<file path="src/include/memCtrl_cfg.svh">
`ifndef MEMCTRL_CFG_SVH
`define MEMCTRL_CFG_SVH

// byte address width
`define MC_ADDR_W 32

// fetched instruction word
`define MC_INST_W 32

// load and store data
`define MC_DATA_W 32

// addresses at or above this are IO
`define MC_IO_BASE 32'h0003_0000

`endif
</file>
<file path="src/memCtrl_pkg.sv">
`default_nettype none

package memCtrl_pkg;

    // data access kind
    typedef enum logic {
        opLoad,
        opStore
    } memOp_e;

    // current holder of the RAM bus
    typedef enum logic [1:0] {
        ownNone,
        ownFetch,
        ownData
    } owner_e;

    // sequencer states, shared by both units
    typedef enum logic [1:0] {
        usIdle,
        usRun,
        usDone
    } unitState_e;

endpackage

`default_nettype wire

</file>
<file path="src/memCtrl.sv">
`timescale 1ns/1ns
`default_nettype none
`include "memCtrl_cfg.svh"

module memCtrl (
    input  logic                  clk,
    input  logic                  rst,
    input  logic                  rdy,
    input  logic                  ioBufferFull,
    // instruction fetch client
    input  logic                  infEn,
    input  logic [`MC_ADDR_W-1:0] infAddr,
    output logic                  infDone,
    output logic [`MC_INST_W-1:0] infInst,
    // data client
    input  logic                  dcEn,
    input  memCtrl_pkg::memOp_e   dcOp,
    input  logic [2:0]            dcLen,
    input  logic [`MC_ADDR_W-1:0] dcAddr,
    input  logic [`MC_DATA_W-1:0] dcWdata,
    output logic                  dcDone,
    output logic [`MC_DATA_W-1:0] dcRdata,
    // byte-wide RAM
    input  logic [7:0]            memDin,
    output logic [`MC_ADDR_W-1:0] memAddr,
    output logic                  memWr,
    output logic [7:0]            memDout,
    output memCtrl_pkg::owner_e   owner
);
    logic                  fetchReq;
    logic                  fetchGrant;
    logic [`MC_ADDR_W-1:0] fetchAddr;
    logic                  dataReq;
    logic                  dataGrant;
    logic [`MC_ADDR_W-1:0] dataAddr;
    logic                  dataWr;
    logic [7:0]            dataWbyte;
    logic [7:0]            memByte;

    fetchUnit fetch0 (
        .clk        (clk),
        .rst        (rst),
        .rdy        (rdy),
        .infEn      (infEn),
        .infAddr    (infAddr),
        .fetchGrant (fetchGrant),
        .memByte    (memByte),
        .infDone    (infDone),
        .infInst    (infInst),
        .fetchReq   (fetchReq),
        .fetchAddr  (fetchAddr)
    );

    dataUnit data0 (
        .clk          (clk),
        .rst          (rst),
        .rdy          (rdy),
        .ioBufferFull (ioBufferFull),
        .dcEn         (dcEn),
        .dcOp         (dcOp),
        .dcLen        (dcLen),
        .dcAddr       (dcAddr),
        .dcWdata      (dcWdata),
        .dataGrant    (dataGrant),
        .memByte      (memByte),
        .dcDone       (dcDone),
        .dcRdata      (dcRdata),
        .dataReq      (dataReq),
        .dataAddr     (dataAddr),
        .dataWr       (dataWr),
        .dataWbyte    (dataWbyte)
    );

    memArbiter arb0 (
        .clk        (clk),
        .rst        (rst),
        .rdy        (rdy),
        .fetchReq   (fetchReq),
        .fetchAddr  (fetchAddr),
        .dataReq    (dataReq),
        .dataAddr   (dataAddr),
        .dataWr     (dataWr),
        .dataWbyte  (dataWbyte),
        .memDin     (memDin),
        .fetchGrant (fetchGrant),
        .dataGrant  (dataGrant),
        .memByte    (memByte),
        .memAddr    (memAddr),
        .memWr      (memWr),
        .memDout    (memDout),
        .owner      (owner)
    );

endmodule

`default_nettype wire

</file>
<file path="src/memArbiter.sv">
`timescale 1ns/1ns
`default_nettype none
`include "memCtrl_cfg.svh"

module memArbiter (
    input  logic                  clk,
    input  logic                  rst,
    input  logic                  rdy,
    input  logic                  fetchReq,
    input  logic [`MC_ADDR_W-1:0] fetchAddr,
    input  logic                  dataReq,
    input  logic [`MC_ADDR_W-1:0] dataAddr,
    input  logic                  dataWr,
    input  logic [7:0]            dataWbyte,
    input  logic [7:0]            memDin,
    output logic                  fetchGrant,
    output logic                  dataGrant,
    output logic [7:0]            memByte,
    output logic [`MC_ADDR_W-1:0] memAddr,
    output logic                  memWr,
    output logic [7:0]            memDout,
    output memCtrl_pkg::owner_e   owner
);
    import memCtrl_pkg::*;

    owner_e                nextOwner;
    logic                  ownerReq;
    logic [`MC_ADDR_W-1:0] busAddr;
    logic [`MC_ADDR_W-1:0] lastAddr;

    always_comb begin
        case (owner)
            ownFetch: ownerReq = fetchReq;
            ownData:  ownerReq = dataReq;
            default:  ownerReq = 1'b0;
        endcase
        // keep the bus until the holder lets go, then data first
        if (ownerReq) begin
            nextOwner = owner;
        end else if (dataReq) begin
            nextOwner = ownData;
        end else if (fetchReq) begin
            nextOwner = ownFetch;
        end else begin
            nextOwner = ownNone;
        end
    end

    always_ff @(posedge clk) begin
        if (rst) begin
            owner <= ownNone;
        end else if (rdy) begin
            owner <= nextOwner;
        end
    end

    always_comb begin
        case (owner)
            ownFetch: busAddr = fetchAddr;
            ownData:  busAddr = dataAddr;
            default:  busAddr = '0;
        endcase
    end

    // replay the last read address while frozen so the byte in flight survives
    always_ff @(posedge clk) begin
        if (rdy) begin
            lastAddr <= busAddr;
        end
    end

    assign memAddr    = rdy ? busAddr : lastAddr;
    assign memWr      = rdy && dataWr;
    assign memDout    = (owner == ownData) ? dataWbyte : 8'h00;
    assign memByte    = memDin;
    assign fetchGrant = (owner == ownFetch);
    assign dataGrant  = (owner == ownData);

endmodule

`default_nettype wire

</file>
<file path="src/dataUnit.sv">
`timescale 1ns/1ns
`default_nettype none
`include "memCtrl_cfg.svh"

module dataUnit (
    input  logic                  clk,
    input  logic                  rst,
    input  logic                  rdy,
    input  logic                  ioBufferFull,
    input  logic                  dcEn,
    input  memCtrl_pkg::memOp_e   dcOp,
    input  logic [2:0]            dcLen,
    input  logic [`MC_ADDR_W-1:0] dcAddr,
    input  logic [`MC_DATA_W-1:0] dcWdata,
    input  logic                  dataGrant,
    input  logic [7:0]            memByte,
    output logic                  dcDone,
    output logic [`MC_DATA_W-1:0] dcRdata,
    output logic                  dataReq,
    output logic [`MC_ADDR_W-1:0] dataAddr,
    output logic                  dataWr,
    output logic [7:0]            dataWbyte
);
    import memCtrl_pkg::*;

    unitState_e            state;
    memOp_e                opReg;
    logic [`MC_ADDR_W-1:0] baseAddr;
    logic [`MC_DATA_W-1:0] wdataReg;
    logic [`MC_DATA_W-1:0] rdataReg;
    logic [2:0]            lenReg;
    logic [2:0]            issueCnt;
    logic [2:0]            rcvCnt;
    logic                  pend;
    logic                  ioHold;
    logic                  start;
    logic                  running;
    logic                  issue;

    // IO store waits here while the output buffer is full
    assign ioHold  = (dcOp == opStore) && (dcAddr >= `MC_IO_BASE) && ioBufferFull;
    assign start   = dcEn && !ioHold;
    assign running = (state == usRun) && (issueCnt != lenReg);
    assign issue   = running && dataGrant;

    assign dataReq   = (state == usIdle) ? start : running;
    assign dataAddr  = baseAddr + `MC_ADDR_W'(issueCnt);
    assign dataWr    = issue && (opReg == opStore);
    assign dataWbyte = wdataReg[{issueCnt[1:0], 3'b000} +: 8];
    assign dcDone    = (state == usDone);
    assign dcRdata   = rdataReg;

    always_ff @(posedge clk) begin
        if (rst) begin
            state    <= usIdle;
            issueCnt <= '0;
            rcvCnt   <= '0;
            pend     <= 1'b0;
        end else if (rdy) begin
            pend <= issue && (opReg == opLoad);
            case (state)
                usIdle: begin
                    issueCnt <= '0;
                    rcvCnt   <= '0;
                    if (start) begin
                        state <= usRun;
                    end
                end
                usRun: begin
                    if (issue) begin
                        issueCnt <= issueCnt + 3'd1;
                        // store ends with its last write
                        if ((opReg == opStore) && ((issueCnt + 3'd1) == lenReg)) begin
                            state <= usDone;
                        end
                    end
                    if (pend) begin
                        rcvCnt <= rcvCnt + 3'd1;
                        if ((rcvCnt + 3'd1) == lenReg) begin
                            state <= usDone;
                        end
                    end
                end
                usDone: begin
                    state <= usIdle;
                end
                default: begin
                    state <= usIdle;
                end
            endcase
        end
    end

    always_ff @(posedge clk) begin
        if (rdy) begin
            if ((state == usIdle) && start) begin
                opReg    <= dcOp;
                lenReg   <= dcLen;
                baseAddr <= dcAddr;
                wdataReg <= dcWdata;
                // upper bytes stay zero for short loads
                rdataReg <= '0;
            end else if (pend) begin
                rdataReg[{rcvCnt[1:0], 3'b000} +: 8] <= memByte;
            end
        end
    end

endmodule

`default_nettype wire

</file>
<file path="src/fetchUnit.sv">
`timescale 1ns/1ns
`default_nettype none
`include "memCtrl_cfg.svh"

module fetchUnit (
    input  logic                  clk,
    input  logic                  rst,
    input  logic                  rdy,
    input  logic                  infEn,
    input  logic [`MC_ADDR_W-1:0] infAddr,
    input  logic                  fetchGrant,
    input  logic [7:0]            memByte,
    output logic                  infDone,
    output logic [`MC_INST_W-1:0] infInst,
    output logic                  fetchReq,
    output logic [`MC_ADDR_W-1:0] fetchAddr
);
    import memCtrl_pkg::*;

    unitState_e            state;
    logic [`MC_ADDR_W-1:0] baseAddr;
    logic [`MC_INST_W-1:0] instReg;
    logic [2:0]            issueCnt;
    logic [1:0]            rcvCnt;
    logic                  pend;
    logic                  served;
    logic                  start;
    logic                  issue;

    // a served request starts again only once infEn drops or the address moves
    assign start = infEn && !(served && (infAddr == baseAddr));
    assign issue = (state == usRun) && fetchGrant && (issueCnt != 3'd4);

    assign fetchReq  = (state == usIdle) ? start : ((state == usRun) && (issueCnt != 3'd4));
    assign fetchAddr = baseAddr + `MC_ADDR_W'(issueCnt);
    assign infDone   = (state == usDone);
    assign infInst   = instReg;

    always_ff @(posedge clk) begin
        if (rst) begin
            state    <= usIdle;
            issueCnt <= '0;
            rcvCnt   <= '0;
            pend     <= 1'b0;
            served   <= 1'b0;
        end else if (rdy) begin
            // byte addressed now comes back next cycle
            pend <= issue;
            case (state)
                usIdle: begin
                    issueCnt <= '0;
                    rcvCnt   <= '0;
                    if (!infEn || (infAddr != baseAddr)) begin
                        served <= 1'b0;
                    end
                    if (start) begin
                        state <= usRun;
                    end
                end
                usRun: begin
                    if (issue) begin
                        issueCnt <= issueCnt + 3'd1;
                    end
                    if (pend) begin
                        rcvCnt <= rcvCnt + 2'd1;
                        if (rcvCnt == 2'd3) begin
                            state  <= usDone;
                            served <= 1'b1;
                        end
                    end
                end
                usDone: begin
                    state <= usIdle;
                end
                default: begin
                    state <= usIdle;
                end
            endcase
        end
    end

    always_ff @(posedge clk) begin
        if (rdy) begin
            if ((state == usIdle) && start) begin
                baseAddr <= infAddr;
            end
            // little-endian, lowest byte arrives first
            if (pend) begin
                instReg <= {memByte, instReg[`MC_INST_W-1:8]};
            end
        end
    end

endmodule

`default_nettype wire

</file>
<file path="config.mk">
export PLATFORM = sky130hd
export DESIGN_NAME = memCtrl
export DESIGN_NICKNAME = d
export VERILOG_FILES = /design/src/memCtrl_pkg.sv /design/src/memCtrl.sv /design/src/memArbiter.sv /design/src/dataUnit.sv /design/src/fetchUnit.sv
export VERILOG_INCLUDE_DIRS = /design/src /design/src/include
export SDC_FILE = /design/constraint.sdc
export NUM_CORES = 1
export LEC_CHECK = 0
export BUFFER_PORTS_ARGS = -buffer_cell sky130_fd_sc_hd__buf_2
export CAP_MARGIN = 10
export CORE_MARGIN = 1.5
export CORE_UTILIZATION = 54
export CTS_CLUSTER_DIAMETER = 50
export DETAILED_ROUTE_END_ITERATION = 8
export GPL_ROUTABILITY_DRIVEN = 0
export PLACE_DENSITY = 0.8
export SLEW_MARGIN = 20
export SYNTH_ARGS = -nofsm -noshare
export SYNTH_HDL_FRONTEND = slang
export SYNTH_SLANG_ARGS = --single-unit
</file>
<file path="constraint.sdc">
create_clock -name clk -period 4.6 [get_ports clk]
set_input_delay 0.46 -clock clk [delete_from_list [all_inputs] [get_ports clk]]
set_output_delay 0.46 -clock clk [all_outputs]
set_load 0.02 [all_outputs]
</file>
==> impl_metrics.env <==
export IMPL_status="finished, final reports clean"
export IMPL_regArea_um2=5970
export IMPL_drtPass1Iterations=5
export IMPL_num_io_pins=223
export IMPL_drive_gt1_frac=0.278
export IMPL_wl_um=25600
export IMPL_gr_total_overflow=0
export IMPL_total_power_uw=4620
export IMPL_tns_ps=0
export IMPL_power_density_nw_per_um2=378
export IMPL_period_share=0.864
export IMPL_crit_fanout=9
export IMPL_clock_skew_ps=9.69
export IMPL_cts_buffers=26
export IMPL_maxSlewViolCount=0
export IMPL_syn_num_nets=956
export IMPL_via_per_inst=5.76
export IMPL_fin_nets=1184
export IMPL_grt_max_degree=43
export IMPL_tightest_slew_ps=965
export IMPL_period_minus_slack_ps=3980
export IMPL_vdd_drop_max_uv=357
export IMPL_arrival_ps=3520
export IMPL_grt_pass1_vias=7253
export IMPL_place_inst=1252
export IMPL_grt_use_total=0.258
export IMPL_cts_sinks=216
export IMPL_clock_path_buffers=3
export IMPL_post_cts_setup_buffer_count=0
export IMPL_max_clock_freq_mhz=252
export IMPL_synth_warnings=0
export IMPL_dpl_hpwl_um=18600
export IMPL_synth_cell_types=65
export IMPL_crit_type="reg2out"
export IMPL_hp_class="in2reg"
export IMPL_grt_first_pass_wirelength_um=39200
export IMPL_cts_max_level=1
export IMPL_fin_cells=1304
export IMPL_die_area_um2=19300
export IMPL_final_core_utilization=0.677
export IMPL_path_cells="ha_1 > inv_1 > fa_1 > nand2b_1 > a21oi_2 > nand2_2 > or4_1 > xnor2_1 > o221ai_1 > buf_2"
export IMPL_ys_seq_elements=216
export IMPL_crit_buf_inv=2
export IMPL_n_fill_cell=1350
export IMPL_syn_avg_cell_area_um2=12.1
export IMPL_die_h_um=139
export IMPL_vias=7505
export IMPL_multiInputGateArea_um2=3790
export IMPL_synth_edf_count=164
export IMPL_clkTransAtPathRegs_ps=60
export IMPL_tritoncts="built"
export IMPL_ant_nets=0
export IMPL_port_buffers=222
export IMPL_setup_viol=0
export IMPL_rows=49
export IMPL_slew_headroom=0.352
export IMPL_rrSetupSlack_ps=1720
export IMPL_p_leak_uw=0.00459
export IMPL_synth_flop_cell="edfxtp_1"
export IMPL_start_util=0.553
export IMPL_layout_commonest_cell="buf_2"
export IMPL_syn_instance_count=823
export IMPL_final_cell_mix="buf_2 (222), edfxtp_1 (164), xnor2_1 (81)"
export IMPL_wl_per_cell_um=19.7
export IMPL_rsz0062_at_grt="no"
export IMPL_clock_latency_ps=520
export IMPL_ctsHoldBuffers=0
export IMPL_path_delay_family="simple AND/OR/NAND/NOR gates"
export IMPL_cp_slowest_cell="or4_1"
export IMPL_ys_async_sr_fraction=0
export IMPL_place_area_um2=11300
export IMPL_final_area_um2=12200
export IMPL_crit_required_ps=4140
export IMPL_hold_viol=0
export IMPL_ctsResizeCount=0
export IMPL_cts_root_buf="clkbuf_16"
export IMPL_core_um2=18000
export IMPL_cp_slowest_stage_delay_ps=570
export IMPL_area_growth_synth_to_final_pct=22.4
export IMPL_dr_first_iter_drc_count=698
export IMPL_die_width_um=139
export IMPL_cp_end_kind="output pin"
export IMPL_antenna_found_initial=4
export IMPL_start_kind="register"
export IMPL_cap_violations=0
export IMPL_drc=0
export IMPL_syn_cell_area_um2=9970
export IMPL_synth_seq_area_share=0.598
[cell families (layout without fill, tap and decap cells)]
| family | after synthesis | after routing | synth area share |
|---|---|---|---|
| XOR/XNOR | 101 | 101 | 0.0887 |
| other | 0 | 4 | 0 |
| AND/OR/NAND/NOR | 281 | 281 | 0.152 |
| adder cells (fa/ha/maj) | 19 | 19 | 0.0254 |
| buffers and inverters | 59 | 307 | 0.0231 |
| flip-flops | 216 | 216 | 0.598 |
| AO/OA/AOI/OAI | 138 | 138 | 0.0930 |
| multiplexers | 9 | 9 | 0.0191 |
[worst reg2reg max path: stages, from the launching register on]
cell      delay, ps
dfxtp_1         400
ha_1            190
inv_1            50
fa_1            390
nand2b_1        210
a21oi_2         410
nand2_2         170
or4_1           570
xnor2_1         160
o221ai_1        170
[power by group]
| part | switching (uW) | internal (uW) | total [uW] |
|---|---|---|---|
| clock | 799 | 1220 | 2020 |
| combinational | 231 | 144 | 374 |
| sequential | 50.2 | 2180 | 2230 |
[layout make-up]
cell class                      instances  area share
Antenna cell                            4    0.000820
Clock buffer                           40      0.0664
Clock inverter                          8     0.00472
Inverter                               29     0.00892
Multi-Input combinational cell        548       0.311
Sequential cell                       216       0.489
Tap cell                              229      0.0235
Timing Repair Buffer                  230      0.0960
[worst paths after layout]
| kind | end | cells after the start | from |
|---|---|---|---|
| worst max-delay path | memAddr[24] | 10 | fetch0.issueCnt[0] |
| worst max register to register | arb0.lastAddr[24] | 9 | fetch0.issueCnt[0] |
| worst min-delay path | data0.wdataReg[14] | 1 | dcWdata[14] |
| worst min register to register | fetch0.infInst[19] | 0 | fetch0.infInst[27] |
[routing by layer]
metal	routed length (um)	track usage
met5	0	0
met4	476	0.0713
met2	12500	0.425
met1	10500	0.352
met3	2130	0.0508
[synth_stat cells, drive strengths merged, types with 2 or more instances]
master | instances | area share
a21o | 2 | 0.0015
nand4 | 31 | 0.021
dfxtp | 52 | 0.10
o221ai | 5 | 0.0050
nand3 | 29 | 0.015
nand2 | 37 | 0.014
and4 | 3 | 0.0028
nor3 | 16 | 0.010
or3 | 2 | 0.0023
o31ai | 4 | 0.0030
nor4b | 3 | 0.0039
and2 | 13 | 0.0082
nor2 | 73 | 0.027
inv | 28 | 0.011
a22o | 2 | 0.0018
a22oi | 21 | 0.016
ha | 17 | 0.021
o2bb2ai | 12 | 0.011
o22ai | 2 | 0.0013
a221oi | 2 | 0.0018
a221o | 7 | 0.0070
buf | 6 | 0.0030
o21a | 2 | 0.0015
edfxtp | 164 | 0.49
o21ai | 19 | 0.0095
and3 | 7 | 0.0045
clkbuf | 24 | 0.0092
nand2b | 6 | 0.0038
xor2 | 20 | 0.018
mux4 | 8 | 0.018
a21oi | 50 | 0.026
nor4 | 15 | 0.0094
a211oi | 2 | 0.0015
fa | 2 | 0.0040
nor2b | 39 | 0.024
xnor2 | 81 | 0.071
[flip-flops by register name, summed over array words and instances, names as in the netlist, 3 cells and up]
name / count
data0.rcvCnt: 3
fetch0.issueCnt: 3
arb0.lastAddr: 32
data0.lenReg: 3
data0.wdataReg: 32
fetch0.baseAddr: 32
fetch0.infInst: 32
data0.baseAddr: 32
data0.dcRdata: 32
data0.issueCnt: 3
[stage by stage]
step	setup slack, ps	hold slack (ps)
finish	624	110
global route	466	96.8
CTS	675	93.6
detailed placement	1200	427
global placement	1270	424
floorplan	1130	436
Power figures use the tool's default switching activity.
